[src/bp_pkg.sv]
`default_nettype none

package bp_pkg;

    // table geometry
    localparam int PHT_SIZE    = 128;
    localparam int PHT_INDEX_W = $clog2(PHT_SIZE);

    localparam int PC_W = 32;

    // two-bit saturating counters
    localparam int CTR_W = 2;
    // weakly not taken
    localparam logic [CTR_W-1:0] CTR_INIT = 2'd1;

    // statistics counter width
    localparam int STAT_W = 32;

    // branch kinds carry their rv32i major opcode
    typedef enum logic [6:0] {
        kind_br   = 7'b1100011,
        kind_jal  = 7'b1101111,
        kind_jalr = 7'b1100111
    } br_kind_t;

    // four-phase handshake states
    // resolve side only uses idle and ack
    typedef enum logic [1:0] {
        st_idle   = 2'd0,
        st_lookup = 2'd1,
        st_read   = 2'd2,
        st_ack    = 2'd3
    } hs_state_t;

endpackage : bp_pkg

`default_nettype wire
[src/bp_unit.sv]
`timescale 1ns/1ps
`default_nettype none

module bp_unit (
    input  logic                           clk,
    input  logic                           rst,

    // prediction port
    input  logic                           pred_req,
    input  logic [bp_pkg::PC_W-1:0]        pred_pc,
    output logic                           pred_ack,
    output logic                           pred_taken,
    output logic [bp_pkg::PHT_INDEX_W-1:0] pred_index,

    // resolve port
    input  logic                           res_req,
    input  bp_pkg::br_kind_t               res_kind,
    input  logic [bp_pkg::PHT_INDEX_W-1:0] res_index,
    input  logic                           res_taken,
    input  logic                           res_mispred,
    output logic                           res_ack,

    // statistics
    output logic [bp_pkg::STAT_W-1:0]      br_total,
    output logic [bp_pkg::STAT_W-1:0]      br_missed,
    output logic [bp_pkg::STAT_W-1:0]      jal_total,
    output logic [bp_pkg::STAT_W-1:0]      jal_missed,
    output logic [bp_pkg::STAT_W-1:0]      jalr_total,
    output logic [bp_pkg::STAT_W-1:0]      jalr_missed
);
    import bp_pkg::*;

    logic [PHT_INDEX_W-1:0] ghr;
    logic [PHT_INDEX_W-1:0] lookup_index;
    logic                   lookup_en;
    logic [CTR_W-1:0]       read_ctr;

    // training and stats from the resolve side
    logic                   upd_en;
    logic [PHT_INDEX_W-1:0] upd_index;
    logic                   upd_taken;
    logic                   stat_en;
    br_kind_t               stat_kind;
    logic                   stat_miss;

    bp_index_stage index_stage (
        .clk          (clk),
        .rst          (rst),
        .pred_req     (pred_req),
        .pred_pc      (pred_pc),
        .ghr          (ghr),
        .read_ctr     (read_ctr),
        .pred_ack     (pred_ack),
        .pred_taken   (pred_taken),
        .pred_index   (pred_index),
        .lookup_index (lookup_index),
        .lookup_en    (lookup_en)
    );

    pht_table pht (
        .clk          (clk),
        .rst          (rst),
        .lookup_en    (lookup_en),
        .lookup_index (lookup_index),
        .upd_en       (upd_en),
        .upd_index    (upd_index),
        .upd_taken    (upd_taken),
        .read_ctr     (read_ctr)
    );

    bp_resolve_stage resolve_stage (
        .clk          (clk),
        .rst          (rst),
        .res_req      (res_req),
        .res_kind     (res_kind),
        .res_index    (res_index),
        .res_taken    (res_taken),
        .res_mispred  (res_mispred),
        .res_ack      (res_ack),
        .ghr          (ghr),
        .upd_en       (upd_en),
        .upd_index    (upd_index),
        .upd_taken    (upd_taken),
        .stat_en      (stat_en),
        .stat_kind    (stat_kind),
        .stat_miss    (stat_miss)
    );

    mispredict_stats stats (
        .clk          (clk),
        .rst          (rst),
        .stat_en      (stat_en),
        .stat_kind    (stat_kind),
        .stat_miss    (stat_miss),
        .br_total     (br_total),
        .br_missed    (br_missed),
        .jal_total    (jal_total),
        .jal_missed   (jal_missed),
        .jalr_total   (jalr_total),
        .jalr_missed  (jalr_missed)
    );

endmodule : bp_unit

`default_nettype wire

[src/mispredict_stats.sv]
`timescale 1ns/1ps
`default_nettype none

module mispredict_stats (
    input  logic                      clk,
    input  logic                      rst,
    input  logic                      stat_en,
    input  bp_pkg::br_kind_t          stat_kind,
    input  logic                      stat_miss,
    output logic [bp_pkg::STAT_W-1:0] br_total,
    output logic [bp_pkg::STAT_W-1:0] br_missed,
    output logic [bp_pkg::STAT_W-1:0] jal_total,
    output logic [bp_pkg::STAT_W-1:0] jal_missed,
    output logic [bp_pkg::STAT_W-1:0] jalr_total,
    output logic [bp_pkg::STAT_W-1:0] jalr_missed
);
    import bp_pkg::*;

    always_ff @(posedge clk) begin
        if (rst) begin
            br_total    <= '0;
            br_missed   <= '0;
            jal_total   <= '0;
            jal_missed  <= '0;
            jalr_total  <= '0;
            jalr_missed <= '0;
        end else if (stat_en) begin
            case (stat_kind)
                kind_br: begin
                    br_total <= br_total + 1'b1;
                    if (stat_miss) begin
                        br_missed <= br_missed + 1'b1;
                    end
                end
                kind_jal: begin
                    jal_total <= jal_total + 1'b1;
                    if (stat_miss) begin
                        jal_missed <= jal_missed + 1'b1;
                    end
                end
                kind_jalr: begin
                    jalr_total <= jalr_total + 1'b1;
                    if (stat_miss) begin
                        jalr_missed <= jalr_missed + 1'b1;
                    end
                end
                // unknown kinds are not counted
                default: ;
            endcase
        end
    end

endmodule : mispredict_stats

`default_nettype wire

[src/bp_resolve_stage.sv]
`timescale 1ns/1ps
`default_nettype none

module bp_resolve_stage (
    input  logic                           clk,
    input  logic                           rst,
    input  logic                           res_req,
    input  bp_pkg::br_kind_t               res_kind,
    input  logic [bp_pkg::PHT_INDEX_W-1:0] res_index,
    input  logic                           res_taken,
    input  logic                           res_mispred,
    output logic                           res_ack,
    output logic [bp_pkg::PHT_INDEX_W-1:0] ghr,
    output logic                           upd_en,
    output logic [bp_pkg::PHT_INDEX_W-1:0] upd_index,
    output logic                           upd_taken,
    output logic                           stat_en,
    output bp_pkg::br_kind_t               stat_kind,
    output logic                           stat_miss
);
    import bp_pkg::*;

    hs_state_t state;
    logic      accept;
    logic      is_cond;

    assign accept  = (state == st_idle) && res_req;
    assign is_cond = (res_kind == kind_br);

    // two-state handshake, everything commits on the accepting edge
    always_ff @(posedge clk) begin
        if (rst) begin
            state <= st_idle;
        end else begin
            case (state)
                st_idle: begin
                    if (res_req) begin
                        state <= st_ack;
                    end
                end
                st_ack: begin
                    if (!res_req) begin
                        state <= st_idle;
                    end
                end
                default: state <= st_idle;
            endcase
        end
    end

    assign res_ack = (state == st_ack);

    // history only tracks conditional branches
    always_ff @(posedge clk) begin
        if (rst) begin
            ghr <= '0;
        end else if (accept && is_cond) begin
            ghr <= {ghr[PHT_INDEX_W-2:0], res_taken};
        end
    end

    // training request into the table
    assign upd_en    = accept && is_cond;
    assign upd_index = res_index;
    assign upd_taken = res_taken;

    // every kind is counted
    assign stat_en   = accept;
    assign stat_kind = res_kind;
    assign stat_miss = res_mispred;

    kind_legal: assert property (@(posedge clk) disable iff (rst)
        res_req |-> res_kind inside {kind_br, kind_jal, kind_jalr})
        else $error("illegal branch kind on resolve port");

endmodule : bp_resolve_stage

`default_nettype wire

[src/pht_table.sv]
`timescale 1ns/1ps
`default_nettype none

module pht_table (
    input  logic                           clk,
    input  logic                           rst,
    input  logic                           lookup_en,
    input  logic [bp_pkg::PHT_INDEX_W-1:0] lookup_index,
    input  logic                           upd_en,
    input  logic [bp_pkg::PHT_INDEX_W-1:0] upd_index,
    input  logic                           upd_taken,
    output logic [bp_pkg::CTR_W-1:0]       read_ctr
);
    import bp_pkg::*;

    localparam logic [CTR_W-1:0] CTR_MAX = {CTR_W{1'b1}};

    logic [CTR_W-1:0] ctrs [PHT_SIZE];
    logic [CTR_W-1:0] upd_old;
    logic [CTR_W-1:0] upd_new;

    // one saturating step on the addressed entry
    always_comb begin
        upd_old = ctrs[upd_index];
        upd_new = upd_old;
        if (upd_taken && upd_old != CTR_MAX) begin
            upd_new = upd_old + 1'b1;
        end else if (!upd_taken && upd_old != '0) begin
            upd_new = upd_old - 1'b1;
        end
    end

    always_ff @(posedge clk) begin
        if (rst) begin
            for (int i = 0; i < PHT_SIZE; i++) begin
                ctrs[i] <= CTR_INIT;
            end
        end else if (upd_en) begin
            ctrs[upd_index] <= upd_new;
        end
    end

    // registered read, sees the old value on a same-cycle update
    always_ff @(posedge clk) begin
        if (lookup_en) begin
            read_ctr <= ctrs[lookup_index];
        end
    end

endmodule : pht_table

`default_nettype wire

[src/bp_index_stage.sv]
`timescale 1ns/1ps
`default_nettype none

module bp_index_stage (
    input  logic                           clk,
    input  logic                           rst,
    input  logic                           pred_req,
    input  logic [bp_pkg::PC_W-1:0]        pred_pc,
    input  logic [bp_pkg::PHT_INDEX_W-1:0] ghr,
    input  logic [bp_pkg::CTR_W-1:0]       read_ctr,
    output logic                           pred_ack,
    output logic                           pred_taken,
    output logic [bp_pkg::PHT_INDEX_W-1:0] pred_index,
    output logic [bp_pkg::PHT_INDEX_W-1:0] lookup_index,
    output logic                           lookup_en
);
    import bp_pkg::*;

    hs_state_t              state;
    logic [PHT_INDEX_W-1:0] index_q;
    logic                   accept;

    assign accept = (state == st_idle) && pred_req;

    // idle -> lookup -> read -> ack, then wait for req to drop
    always_ff @(posedge clk) begin
        if (rst) begin
            state    <= st_idle;
            pred_ack <= 1'b0;
        end else begin
            case (state)
                st_idle: begin
                    if (pred_req) begin
                        state <= st_lookup;
                    end
                end
                st_lookup: state <= st_read;
                st_read: begin
                    state    <= st_ack;
                    pred_ack <= 1'b1;
                end
                st_ack: begin
                    if (!pred_req) begin
                        state    <= st_idle;
                        pred_ack <= 1'b0;
                    end
                end
                default: state <= st_idle;
            endcase
        end
    end

    // gshare hash, word aligned pc bits folded with history
    always_ff @(posedge clk) begin
        if (accept) begin
            index_q <= pred_pc[PHT_INDEX_W+1:2] ^ ghr;
        end
        // counter msb set means 2 or 3
        if (state == st_read) begin
            pred_taken <= read_ctr[CTR_W-1];
        end
    end

    assign lookup_en    = (state == st_lookup);
    assign lookup_index = index_q;
    assign pred_index   = index_q;

    // ack only after the table read has had its cycle
    ack_not_early: assert property (@(posedge clk) disable iff (rst)
        (state == st_idle || state == st_lookup) |-> !pred_ack)
        else $error("pred_ack high before the table read finished");

endmodule : bp_index_stage

`default_nettype wire

[config.mk]
export PLATFORM = sky130hd
export DESIGN_NAME = bp_unit
export DESIGN_NICKNAME = d
export VERILOG_FILES = /design/src/bp_pkg.sv /design/src/bp_unit.sv /design/src/mispredict_stats.sv /design/src/bp_resolve_stage.sv /design/src/pht_table.sv /design/src/bp_index_stage.sv
export SDC_FILE = /design/constraint.sdc
export NUM_CORES = 1
export LEC_CHECK = 0
export BUFFER_PORTS_ARGS = -buffer_cell sky130_fd_sc_hd__clkbuf_2
export CAP_MARGIN = 20
export CORE_AREA = 2 2 173 242
export DETAILED_ROUTE_END_ITERATION = 10
export DIE_AREA = 0 0 175 244
export PLACE_DENSITY = 0.88
export SLEW_MARGIN = 40
export SYNTH_ARGS = -nofsm -noshare
export SYNTH_HDL_FRONTEND = slang
export SYNTH_HIERARCHICAL = 1
export SYNTH_SLANG_ARGS = --single-unit
[constraint.sdc]
create_clock -name clk -period 9.3 [get_ports clk]
set_input_delay 0 -clock clk [delete_from_list [all_inputs] [get_ports clk]]
set_output_delay 0 -clock clk [all_outputs]
set_load 0.01 [all_outputs]
# ---- Word-level counts from Yosys, hierarchy flattened
# Memory sizes are Yosys's and may differ from the RTL's. A register that Yosys moved wholly into a read port is not among the register bits.
# Index checks and enable logic that the tools add are counted.
dict set report word_totals {
  register_bits 212
  mem_bits_rw 256
  in_bits 52
  out_inout_bits 202
  wordCells 72
  memories 1
}
# name words width read_ports rd_clocked_by_memory_dff write_ports line_no
set mem_list {}
lappend mem_list {pht.ctrs 128 2 2 1 128 pht_table.sv:18} ;# logic [CTR_W-1:0] ctrs [PHT_SIZE];
dict set report op_classes {
  add_sub_neg 8
  eq_ne 12
  muxes 18
  n_bitwise 1
  n_reduce_logical 20
}
# cell n
set op_table {}
lappend op_table {{adder 32 x 1 -> 32 bit, second input constant} 6}
lappend op_table {{== test 7 bit, second input constant} 3}
lappend op_table {{two-way mux 2 bit} 7}
lappend op_table {{AND reduction 2 bit} 6}
lappend op_table {{inequality test 2 bit, second input constant} 5}
lappend op_table {{AND reduction 3 bit} 3}
lappend op_table {{one-hot mux 2 bit (4 select lines)} 1}
lappend op_table {{two-way mux 1 bit} 7}
lappend op_table {{two-way mux 7 bit} 1}
lappend op_table {{bitwise XOR 7 bit} 1}
lappend op_table {{== test 2 bit, second input constant} 3}
lappend op_table {{logical AND 1 bit} 5}
lappend op_table {{logical NOT 2 bit} 2}
lappend op_table {{one-hot mux 2 bit (2 select lines)} 1}
lappend op_table {{nonzero test 2 bit} 2}
lappend op_table {{adder 2 x 1 -> 2 bit, second input constant} 1}
lappend op_table {{== test 2 x 1 -> 1 bit, second input constant} 1}
lappend op_table {{one-hot mux 1 bit (2 select lines)} 1}
lappend op_table {{OR reduction 2 bit} 1}
lappend op_table {{subtractor 2 x 1 -> 2 bit, second input constant} 1}
lappend op_table {{logical NOT 1 bit} 1}

# ---- Logic depth before layout (Yosys ltp)
dict set report depth {
  depth_word 8
  mapped_depth 18
  depth_no_buf 11
}

# ---- By module
# Netlist, hierarchy kept.
# mod n_inst cells_each area_each_um2 seq_area_each_um2
set by_module_without_submodules {}
lappend by_module_without_submodules {pht_table 1 1285 16065.4 7747.4}
lappend by_module_without_submodules {mispredict_stats 1 1054 8931.1 3843.7}
lappend by_module_without_submodules {bp_index_stage 1 44 564.3 300.3}
lappend by_module_without_submodules {bp_resolve_stage 1 47 465.4 160.2}

# ---- Worst setup path after synthesis
# No wires, ideal clock.
dict set report synth_path {
  path_type {input to register}
  start {input res_index[0] in the netlist's numbering}
  end {memory pht.ctrs[0][0] (data pin)}
  setup_ps 267
  arrival_time_ps 3191
  required_ps 9033
  setup_slack_ps 5843
  stages 16
  n_path_buf 6
  path_cell_list {buf_4 -> buf_4 -> buf_6 -> inv_2 -> buf_2 -> mux4_2 -> a221oi_1 -> a2111oi_1 -> nor4_2 -> inv_1 -> ha_1 -> mux2_2 -> a21oi_1 -> clkbuf_1 -> clkbuf_1 -> o21ai_0}
}
# item line_no
set synth_rtl {}
lappend synth_rtl {{start, declared} bp_unit.sv:18} ;# input logic [bp_pkg::PHT_INDEX_W-1:0] res_index,
lappend synth_rtl {{end, declared} pht_table.sv:18}

==> reports/results.ini <==
[critical_path]
crit_chain = clkbuf_4 > buf_4 > nor2b_2 > a221oi_1 > a221oi_1 > a2111oi_2 > nor4_2 > inv_1 > ha_1 > mux2_2 > a21oi_4 > buf_4 > o21ai_0
path_delay_family = compound AO/OA/AOI/OAI gates
timing.rr.start = pht/ctrs[19][0]$_SDFFCE_PN1P_
critPathLaunch = res_index[0]
setup.worst_path.end_class = flop
crit_arrival_ps = 5330
crit_slowest_cell = buf_4
cp.buffers_inverters = 4
slowest_delay_ps = 680
rr_worst_depth = 12
startpoint_type = input port
critPathMaxFanout = 72
worstPathRequired_ps = 9560
worstSetupPathType = in -> reg
worst-path-stages = 13

[power_and_ir_drop]
p_leak_nw = 9.00
combPwrFrac = 0.127
power_frac_seq = 0.479
vdd_drop_max_uv = 156
power_density_mw_per_mm2 = 170
clkPwrFrac = 0.394
p_int_mw = 3.47
p_sw_frac = 0.263
p_switching_mw = 1.24
power_mw = 4.71

[yosys]
synth_area_sq_mm = 0.0250
synth.avg_cell_area_sq_um = 10.5
syn_inst = 2386
syn_nets = 2453
yosysWarnings = 6

[route]
routed_wl_um = 69900
firstDrtPassIters = 7
antenna_left = 0
viasPerCell = 6.58
dr_total_vias = 20092
post_drt_wl_per_cell_um = 22.9
drt_iter0_drc = 2196
drcViolationCount = 0

[timing]
tns_ps = 0
setup_slack_ps = 4230
relSlewSlack = 0.421
min_period_over_period = 0.545
fin_skew_ps = 32.2
min_period_ps = 5070
hold_slack_ps = 24.0
slew_viol_final = 0
max_clock_freq_mhz = 197
setup-violations-final = 0
rsz0062_at_grt = false
hold_viol = 0
worst_pin_slew_ps = 867

[clocking]
root_buffer = clkbuf_16
cts_htree_levels = 2
ctsHoldBuffers = 11
cts_resized = 0
cts_buffer_depth = 3
postCtsSetupBuffers = 0
cts_tree = yes
clk_latency_ps = 590
numCtsBuffers = 45
cts.sinks = 468
clkTransAtPathRegs_ps = 60

[finish]
fill_cells = 2675
area_delta_synth_final_pct = 10.7
nets = 2551
final_core_util = 0.686
drive_above_1_share = 0.283

[floorplanning]
io_pins = 254
die_h_um = 244
chipWidth_um = 175
rows = 87
dieArea_sq_mm = 0.0427
core_area_sq_mm = 0.0404
initial_core_util = 0.620

[global_routing]
antenna_found_initial = 3
grt_use_total = 0.322
grt_pass1_vias = 20249
grt_max_degree = 139
grt_pass1_wl_um = 109000
grt-ovfl-total = 0

[run_status]
status = finished clean

[place]
io_buffer_count = 228
dp_hpwl_um = 44800
gp_congestion = 0.915
place_ws_ps = 3850

[hold_path]
hold_class = in -> reg
hold_start = res_kind[0]
holdPathStages = 5

[flow_run]
drv_cap = 0

## state kept, by name, indices dropped and copies added, names as in the netlist
| register | cells |
|---|---|
| pht/ctrs | 256 |
| stats/br_missed | 32 |
| stats/br_total | 32 |
| stats/jal_missed | 32 |
| stats/jal_total | 32 |
| stats/jalr_missed | 32 |
| stats/jalr_total | 32 |
| index_stage/lookup_index | 7 |
| resolve_stage/ghr | 7 |
| index_stage/state | 2 |
| index_stage/pred_ack | 1 |
| index_stage/pred_taken | 1 |
| pht/read_ctr | 1 |
| resolve_stage/state | 1 |
## final cells by class
class	instances	area, sq um	share of cell area
Tap cell	534	668	0.0241
Multi-Input combinational cell	1674	11900	0.430
Sequential cell	468	12000	0.434
Clock inverter	18	126	0.00456
Inverter	29	109	0.00393
Antenna cell	1	2.50	0.0000903
Clock buffer	65	1370	0.0493
Timing Repair Buffer	266	1500	0.0542
## worst paths after layout
path                                  endpoint  slack, ps
max reg2reg      pht/ctrs[91][0]$_SDFFCE_PN1P_       4430
min          resolve_stage/ghr[1]$_SDFFE_PP0P_         20
min reg2reg   index_stage/pred_taken$_DFFE_PN_        430
max              pht/ctrs[91][0]$_SDFFCE_PN1P_       4230
## power by group through the flow
| stage | Clock, mW | Combinational [mW] | Sequential [mW] |
|---|---|---|---|
| floorplan | 0 | 0.468 | 2.28 |
| global placement | 0 | 0.540 | 2.30 |
| detailed placement | 0 | 0.558 | 2.30 |
| CTS | 1.87 | 0.568 | 2.26 |
| global route | 1.94 | 0.623 | 2.26 |
| finish | 1.86 | 0.597 | 2.26 |
## cells in the final DEF (no fill, tap or decap), types with 6 or more instances in the layout
master	instances
nor2_1	318
edfxtp_1	265
clkbuf_2	224
dfxtp_1	203
o21ai_0	149
or2_2	133
nor3_2	122
nand2_1	115
xor2_1	89
xnor2_1	79
mux4_2	69
nand4_1	68
nand3_1	67
mux2i_1	53
clkbuf_16	49
nor3_1	48
nor4_1	36
a21oi_1	31
and3_1	29
inv_1	27
nand2b_1	26
mux2_2	24
a221oi_1	22
buf_4	20
and4_1	20
ha_1	15
or3_1	15
dlygate4sd3_1	12
nor2b_1	12
or4_1	11
and2_1	10
o22ai_1	10
clkbuf_8	9
clkbuf_1	8
clkinv_2	6
a22oi_1	6
o31ai_1	6
## worst reg2reg max path, delay by kind of cell, from the launching register on
kind	cells	cell delay, ps
buffers and inverters	2	730
flip-flops	1	360
multiplexers	2	600
AO/OA/AOI/OAI	6	2450
AND/OR/NAND/NOR	1	220
adder cells (fa/ha/maj)	1	200
## metrics by stage
| stage | instance area (sq um) | instances |
|---|---|---|
| 2_1_floorplan | 25000 | 2386 |
| 6_report | 27700 | 3055 |
| 3_3_place_gp | 26000 | 2957 |
| 5_1_grt | 27700 | 3055 |
| 4_1_cts | 27600 | 3051 |
| 3_5_place_dp | 26000 | 2957 |
## routing by layer
layer	vias to the layer above	global-route usage	share of wire
met4	2	0.199	0.069
met3	366	0.0891	0.10
met2	1271	0.558	0.50
li1	8787	-	-
met1	9666	0.347	0.32
met5	-	0	0.00057
No activity file was read; power rests on OpenSTA's default activity.
